$ cat src/common/fetch_pkg.sv
package fetch_pkg;

	// boot image lives in the flash window
	localparam logic [31:0] reset_pc = 32'h3000_0000;

	// only the SDRAM window goes through the cache
	localparam logic [31:0] sdram_base = 32'ha000_0000;
	localparam logic [31:0] sdram_limit = 32'ha200_0000;

	localparam int line_bytes = 32;
	localparam int words_per_line = 8;
	localparam int line_count = 16;

	// address split is tag | index | offset
	localparam int offset_bits = 5;
	localparam int index_bits = 4;
	localparam int tag_bits = 23;

	typedef enum logic [2:0] {
		idle,
		lookup,
		miss_req,
		miss_fill,
		io_req,
		io_wait,
		hold,
		drain
	} fetch_state_t;

endpackage

$ cat src/common/axi_pkg.sv
package axi_pkg;

	localparam logic [1:0] burst_fixed = 2'b00;
	localparam logic [1:0] burst_incr = 2'b01;

	localparam logic [1:0] resp_okay = 2'b00;

	// eight beats fill one cache line
	localparam logic [3:0] refill_len = 4'd7;

endpackage

$ cat src/common/refill_if.sv
`timescale 1ns/100ps

interface refill_if;

	logic beat_valid;
	logic [31:0] beat_data;
	logic [fetch_pkg::tag_bits+fetch_pkg::index_bits-1:0] line_addr; // tag and index of the line
	logic [fetch_pkg::offset_bits-3:0] word_offset;
	logic last;

	modport ctrl(output beat_valid, beat_data, line_addr, input word_offset);

	modport counter(input beat_valid, output word_offset, last);

	modport array(input beat_valid, beat_data, line_addr, word_offset, last);

endinterface

$ cat src/icache/icache_array.sv
`timescale 1ns/100ps

module icache_array (
	input logic clock,
	input logic reset,
	refill_if.array fill,
	input logic [31:0] lookup_addr,
	output logic lookup_hit,
	output logic [31:0] lookup_data
);

	logic [fetch_pkg::tag_bits-1:0] tags [fetch_pkg::line_count];
	logic [31:0] words [fetch_pkg::line_count][fetch_pkg::words_per_line];
	logic [fetch_pkg::line_count-1:0] valid;

	logic [fetch_pkg::tag_bits-1:0] rd_tag;
	logic [fetch_pkg::index_bits-1:0] rd_index;
	logic [fetch_pkg::offset_bits-3:0] rd_word;
	logic [fetch_pkg::tag_bits-1:0] wr_tag;
	logic [fetch_pkg::index_bits-1:0] wr_index;

	assign rd_tag = lookup_addr[31 -: fetch_pkg::tag_bits];
	assign rd_index = lookup_addr[fetch_pkg::offset_bits +: fetch_pkg::index_bits];
	assign rd_word = lookup_addr[fetch_pkg::offset_bits-1:2];
	assign {wr_tag, wr_index} = fill.line_addr;

	// a line being refilled stays invalid until its final word lands
	always_ff @(posedge clock) begin
		if (reset) begin
			valid <= '0;
		end else if (fill.beat_valid) begin
			valid[wr_index] <= fill.last;
		end
	end

	always_ff @(posedge clock) begin
		if (fill.beat_valid) begin
			words[wr_index][fill.word_offset] <= fill.beat_data;
			if (fill.last) begin
				tags[wr_index] <= wr_tag;
			end
		end
	end

	always_ff @(posedge clock) begin
		if (reset) begin
			lookup_hit <= 1'b0;
		end else begin
			lookup_hit <= valid[rd_index] && tags[rd_index] == rd_tag; // result one cycle after the address
		end
	end

	always_ff @(posedge clock) begin
		lookup_data <= words[rd_index][rd_word];
	end

endmodule

$ cat src/icache/refill_counter.sv
`timescale 1ns/100ps

module refill_counter (
	input logic clock,
	input logic reset,
	refill_if.counter beats,
	input logic start
);

	logic [fetch_pkg::offset_bits-3:0] count;

	// the burst is line aligned, so the beat count is the word offset
	always_ff @(posedge clock) begin
		if (reset || start) begin
			count <= '0;
		end else if (beats.beat_valid) begin
			count <= count + 1'b1;
		end
	end

	assign beats.word_offset = count;

	// counted on its own so it can be checked against rlast
	assign beats.last = beats.beat_valid && count == (fetch_pkg::words_per_line - 1);

endmodule

$ cat src/verilog/fetch_ctrl.sv
`timescale 1ns/100ps

module fetch_ctrl (
	input logic clock,
	input logic reset,
	refill_if.ctrl refill,
	output logic [31:0] lookup_addr,
	input logic lookup_hit,
	input logic [31:0] lookup_data,
	output logic [31:0] araddr,
	output logic arvalid,
	input logic arready,
	output logic [1:0] arburst,
	output logic [3:0] arlen,
	input logic [31:0] rdata,
	input logic rlast,
	input logic rvalid,
	output logic inst_valid,
	input logic inst_ready,
	output logic [31:0] inst,
	output logic [31:0] pc,
	input logic redirect_valid,
	input logic [31:0] redirect_addr
);

	fetch_pkg::fetch_state_t state, state_d;
	logic [31:0] fetch_pc, fetch_pc_d, pc_step;
	logic [31:0] target, resume_pc;
	logic redir_pending, pending_d;
	logic lookup_done; // array output now belongs to fetch_pc
	logic sent; // the missed word already went to decode
	logic [31:0] held_inst;
	logic [31:0] got_data;
	logic out_free, beat_done, got_word, finish, delivered, load_now, in_cache;

	function automatic logic cacheable(input logic [31:0] addr);
		return addr >= fetch_pkg::sdram_base && addr < fetch_pkg::sdram_limit;
	endfunction

	function automatic fetch_pkg::fetch_state_t first_state(input logic [31:0] addr);
		return cacheable(addr) ? fetch_pkg::lookup : fetch_pkg::io_req;
	endfunction

	assign in_cache = cacheable(fetch_pc);
	assign pc_step = fetch_pc + 32'd4;
	assign resume_pc = redirect_valid ? redirect_addr : target;
	assign out_free = !inst_valid || inst_ready;
	assign beat_done = rvalid && rlast;

	assign lookup_addr = fetch_pc;
	assign arvalid = state == fetch_pkg::miss_req || state == fetch_pkg::io_req;
	assign araddr = in_cache ? (fetch_pc & ~32'(fetch_pkg::line_bytes - 1)) : fetch_pc;
	assign arburst = in_cache ? axi_pkg::burst_incr : axi_pkg::burst_fixed;
	assign arlen = in_cache ? axi_pkg::refill_len : 4'd0;

	// a cached burst still fills its line while draining after a redirect
	assign refill.beat_valid = rvalid && (state == fetch_pkg::miss_fill ||
		(state == fetch_pkg::drain && in_cache));
	assign refill.beat_data = rdata;
	assign refill.line_addr = fetch_pc[31:fetch_pkg::offset_bits];

	always_comb begin
		got_word = 1'b0;
		got_data = rdata;
		finish = 1'b0;
		case (state)
			fetch_pkg::lookup: begin
				got_word = lookup_done && lookup_hit;
				got_data = lookup_data;
				finish = got_word;
			end
			fetch_pkg::miss_fill: begin
				got_word = rvalid && refill.word_offset == fetch_pc[fetch_pkg::offset_bits-1:2];
				finish = beat_done;
			end
			fetch_pkg::io_wait: begin
				got_word = rvalid;
				finish = beat_done;
			end
			default: begin
			end
		endcase
	end

	assign delivered = sent || (got_word && out_free);
	assign load_now = !redirect_valid && out_free && (got_word || state == fetch_pkg::hold);

	always_comb begin
		state_d = state;
		fetch_pc_d = fetch_pc;
		pending_d = redir_pending || redirect_valid;
		case (state)
			fetch_pkg::idle: state_d = first_state(fetch_pc);
			fetch_pkg::miss_req, fetch_pkg::io_req: begin
				if (arready) begin
					if (pending_d) begin
						state_d = fetch_pkg::drain;
					end else begin
						state_d = state == fetch_pkg::miss_req ? fetch_pkg::miss_fill : fetch_pkg::io_wait;
					end
				end
			end
			fetch_pkg::lookup, fetch_pkg::miss_fill, fetch_pkg::io_wait: begin
				if (state == fetch_pkg::lookup && lookup_done && !lookup_hit) begin
					state_d = fetch_pkg::miss_req;
				end else if (pending_d && state != fetch_pkg::lookup) begin
					state_d = fetch_pkg::drain;
				end else if (finish && delivered) begin
					fetch_pc_d = pc_step;
					state_d = first_state(pc_step);
				end else if (finish) begin
					state_d = fetch_pkg::hold; // decode is still busy with the previous one
				end
			end
			fetch_pkg::hold: begin
				if (out_free) begin
					fetch_pc_d = pc_step;
					state_d = first_state(pc_step);
				end
			end
			default: begin
			end
		endcase
		// restart at the redirect target once no read beats are outstanding
		if (pending_d && (state inside {fetch_pkg::idle, fetch_pkg::lookup, fetch_pkg::hold} ||
			(state inside {fetch_pkg::miss_fill, fetch_pkg::io_wait, fetch_pkg::drain} && beat_done))) begin
			fetch_pc_d = resume_pc;
			state_d = first_state(resume_pc);
			pending_d = 1'b0;
		end
	end

	always_ff @(posedge clock) begin
		if (reset) begin
			state <= fetch_pkg::idle;
			fetch_pc <= fetch_pkg::reset_pc;
			redir_pending <= 1'b0;
			lookup_done <= 1'b0;
			sent <= 1'b0;
			inst_valid <= 1'b0;
		end else begin
			state <= state_d;
			fetch_pc <= fetch_pc_d;
			redir_pending <= pending_d;
			lookup_done <= state == fetch_pkg::lookup && !lookup_done && !redirect_valid;
			sent <= state == fetch_pkg::miss_fill && !finish && (sent || load_now);
			if (redirect_valid) begin
				inst_valid <= 1'b0;
			end else if (load_now) begin
				inst_valid <= 1'b1;
			end else if (inst_ready) begin
				inst_valid <= 1'b0;
			end
		end
	end

	always_ff @(posedge clock) begin
		if (load_now) begin
			inst <= state == fetch_pkg::hold ? held_inst : got_data;
			pc <= fetch_pc;
		end
		if (got_word && !out_free) begin
			held_inst <= got_data;
		end
		if (redirect_valid) begin
			target <= redirect_addr;
		end
	end

endmodule

$ cat src/verilog/ifetch_top.sv
`timescale 1ns/100ps

module ifetch_top (
	input logic clock,
	input logic reset,
	output logic [31:0] araddr,
	output logic arvalid,
	input logic arready,
	output logic [1:0] arburst,
	output logic [3:0] arlen,
	input logic [31:0] rdata,
	input logic [1:0] rresp,
	input logic rlast,
	input logic rvalid,
	output logic rready,
	output logic inst_valid,
	input logic inst_ready,
	output logic [31:0] inst,
	output logic [31:0] pc,
	input logic redirect_valid,
	input logic [31:0] redirect_addr
);

	logic [31:0] lookup_addr;
	logic lookup_hit;
	logic [31:0] lookup_data;

	refill_if refill ();

	assign rready = 1'b1; // read data is never back-pressured

	fetch_ctrl u_ctrl (
		.clock(clock),
		.reset(reset),
		.refill(refill.ctrl),
		.lookup_addr(lookup_addr),
		.lookup_hit(lookup_hit),
		.lookup_data(lookup_data),
		.araddr(araddr),
		.arvalid(arvalid),
		.arready(arready),
		.arburst(arburst),
		.arlen(arlen),
		.rdata(rdata),
		.rlast(rlast),
		.rvalid(rvalid),
		.inst_valid(inst_valid),
		.inst_ready(inst_ready),
		.inst(inst),
		.pc(pc),
		.redirect_valid(redirect_valid),
		.redirect_addr(redirect_addr)
	);

	refill_counter u_counter (
		.clock(clock),
		.reset(reset),
		.beats(refill.counter),
		.start(arvalid && arready)
	);

	icache_array u_array (
		.clock(clock),
		.reset(reset),
		.fill(refill.array),
		.lookup_addr(lookup_addr),
		.lookup_hit(lookup_hit),
		.lookup_data(lookup_data)
	);

endmodule

$ cat config.mk
export PLATFORM = sky130hd
export DESIGN_NAME = ifetch_top
export DESIGN_NICKNAME = d
export VERILOG_FILES = /design/src/common/fetch_pkg.sv /design/src/common/axi_pkg.sv /design/src/common/refill_if.sv /design/src/icache/icache_array.sv /design/src/icache/refill_counter.sv /design/src/verilog/fetch_ctrl.sv /design/src/verilog/ifetch_top.sv
export SDC_FILE = /design/constraint.sdc
export NUM_CORES = 2
export LEC_CHECK = 0
export ABC_AREA = 1
export BUFFER_PORTS_ARGS = -buffer_cell sky130_fd_sc_hd__buf_4
export CAP_MARGIN = 10
export CORE_MARGIN = 2
export CORE_UTILIZATION = 29
export CTS_BUF_LIST = sky130_fd_sc_hd__clkbuf_16
export DETAILED_ROUTE_END_ITERATION = 10
export SYNTH_ARGS = -nofsm -noshare
export SYNTH_HDL_FRONTEND = slang
export SYNTH_MEMORY_MAX_BITS = 65536
export SYNTH_SLANG_ARGS = --single-unit
$ cat constraint.sdc
create_clock -name clock -period 5.3 [get_ports clock]
set_clock_uncertainty 0.1 [all_clocks]
set_input_delay 1.59 -clock clock [delete_from_list [all_inputs] [get_ports clock]]
set_output_delay 1.59 -clock clock [all_outputs]
set_load 0.02 [all_outputs]
==> impl_metrics.json <==
{
  "outcome": "completed",
  "rsz0062_at_grt": "no",
  "multi_input_area_um2": 41300,
  "ir_drop_mv": 0.394,
  "synth-seq-cells": 4687,
  "grt_pass1_vias": 113314,
  "ff_latch_area_um2": 139000,
  "fin_nets": 14688,
  "cts_root_buf": "clkbuf_16",
  "drtIter0Drc": 16238,
  "power.leakage_uw": 0.0684,
  "first_pass_iters": 6,
  "die_area_um2": 643000,
  "ctsHoldBuffers": 0,
  "worst-path-max-fanout": 9,
  "cts_buffer_depth": 4,
  "async_flop_share_pct": 0,
  "initial_utilization_pct": 29.1,
  "cts_resized": 0,
  "p_total_uw": 99100,
  "pwr_density_cell_nw_per_um2": 466,
  "grt.overflow.total": 0,
  "layout_commonest_cell": "edfxtp_1",
  "cap_violations": 0,
  "wl_um": 580000,
  "wl_per_cell_um": 24.8,
  "placement_rows": 293,
  "clk_latency_ns": 1.05,
  "drc": 0,
  "synth_edf_count": 4560,
  "grt_pass1_wl_um": 820000,
  "hold_violations": 0,
  "fillCellCount": 61902,
  "synth_area_per_cell_um2": 12.7,
  "cp-end-kind": "output pin",
  "die_x_um": 802,
  "synthTopCellsByArea": "edfxtp_1 (74%), o21ai_0 (6.2%), nor2_1 (5.4%)",
  "vias": 122299,
  "synthFlopType": "edfxtp_1",
  "viasPerCell": 5.23,
  "io_pins": 178,
  "hold_class": "register to register",
  "netlist_area_um2": 185000,
  "coreArea_um2": 636000,
  "ys_warn_count": 0,
  "required_ns": 3.61,
  "h-tree-depth": 5,
  "synth.largest_area_cell": "edfxtp_1",
  "slew-limit-headroom_pct": 26.8,
  "syn-instance-count": 14522,
  "maxSlewViolCount": 0,
  "cts_tree": "built",
  "synthDistinctLibCells": 50,
  "grt_usage_pct": 17.1,
  "synth_top_area_share_pct": 74.1,
  "critical_path_arrival_ns": 2.62,
  "ys_seq_area_share_pct": 75.5,
  "clkTransAtPathRegs_ns": 0.06,
  "worst_pin_slew_ns": 1.10,
  "period_minus_slack_ns": 4.31,
  "die_h_um": 802,
  "gp_congestion": 0.850,
  "io_buffers": 172,
  "layout_common_cells": "edfxtp_1 (4560), nor2_1 (2529), o21ai_0 (2286), nand2_1 (1320), o22ai_1 (1125)",
  "cts_made_buffers": 439,
  "fin_crit_sh_pct": 81.4,
  "drtAntennaViolNets": 0,
  "tns_ns": 0,
  "fmax_ghz": 0.232,
  "clock-sinks": 4687,
  "post_cts_buffers": 0,
  "dp_hpwl_um": 322000,
  "critPathLaunchType": "register",
  "finalSetupViolations": 0,
  "path_class": "register to output pin",
  "syn_to_final_growth_pct": 15.2,
  "drive_gt1_share_pct": 10.2,
  "antenna_found_initial": 54,
  "grt_max_degree": 167
}
cells in the mapped netlist (94+ instances only):
master and instances:
o21ai_1 111, buf_2 166, dfxtp_1 127, nand3_1 698
a21oi_1 182, nand2_1 1324, buf_4 94, clkbuf_1 727
nor2_1 2673, o21ai_0 2286, inv_1 99, edfxtp_1 4560
o22ai_1 1125
cell families after synthesis:
kind of cell,synth area share [%]
mux,0.00542
xor+xnor,0.109
other cells,0.00406
flops,75.5
buf+inv,2.75
fa+ha+maj,0.0203
compound gates,11.3
simple gates,10.4
path summary, 6_finish.rpt:
path	cells past startpoint	end	startpoint	slack, ns
worst max-delay path	6	araddr[2]	u_ctrl.lookup_addr[31]$_SDFFE_PP0P_	0.99
worst min-delay path	0	u_ctrl.pc[1]$_DFFE_PP_	u_ctrl.lookup_addr[1]$_SDFFE_PP0P_	0.34
worst max register to register	8	u_array.words[14][82]$_DFFE_PP_	u_ctrl.lookup_addr[6]$_SDFFE_PP0P_	1.24
worst min register to register	0	u_ctrl.pc[1]$_DFFE_PP_	u_ctrl.lookup_addr[1]$_SDFFE_PP0P_	0.34
registers in the layout, summed over array words and instances, names as in the netlist, named ones only:
| name | flops |
|---|---|
| u_array.lookup_data | 32 |
| u_array.lookup_hit | 1 |
| u_array.tags | 368 |
| u_array.valid | 16 |
| u_array.words | 4096 |
| u_counter.beats.word_offset | 3 |
| u_ctrl.held_inst | 32 |
| u_ctrl.inst | 32 |
| u_ctrl.inst_valid | 1 |
| u_ctrl.lookup_addr | 32 |
| u_ctrl.lookup_done | 1 |
| u_ctrl.pc | 32 |
| u_ctrl.redir_pending | 1 |
| u_ctrl.sent | 1 |
| u_ctrl.state | 3 |
| u_ctrl.target | 32 |
through the flow:
step / hold WS, ns / utilization (%) / cell area, um^2 / setup slack [ns] / cells
after global routing: 0.361 / 33.5 / 213000 / 0.871 / 23385
after detailed placement: 0.325 / 31.3 / 199000 / 1.03 / 22578
after global placement: 0.320 / 31.3 / 199000 / 1.04 / 22578
after CTS: 0.340 / 33.5 / 213000 / 0.952 / 23384
final: 0.338 / 33.5 / 213000 / 0.987 / 23397
after floorplan: 0.308 / - / 185000 / 0.909 / 14523
power by group:
group	total [uW]	switching, uW	internal, uW
clock	30700	13900	16800
combinational	26500	19200	7250
sequential	42000	713	41300
layer usage:
metal | up-vias | share of wire [%] | track usage [%]
met3 | 929 | 9.9 | 3.12
met5 | - | 0.018 | 0
met1 | 61509 | 40 | 23.4
li1 | 53690 | - | -
met4 | 16 | 4.5 | 6.85
met2 | 6155 | 45 | 27.1
critical path, stage by stage (launching register included):
cell	delay, ns
dfxtp_1	0.33
inv_1	0.11
nor4_1	0.31
nand3_1	0.27
inv_1	0.30
nor2_1	0.08
buf_4	0.19
final cells by class:
cell class / instances / area share, %
Timing Repair Buffer: 712 / 3.39
Clock buffer: 448 / 5.27
Tap cell: 8407 / 4.94
Sequential cell: 4687 / 65.5
Antenna cell: 13 / 0.0153
Inverter: 121 / 0.236
Multi-Input combinational cell: 8651 / 19.4
Clock inverter: 358 / 1.20
(Power assumes the default switching activity.)
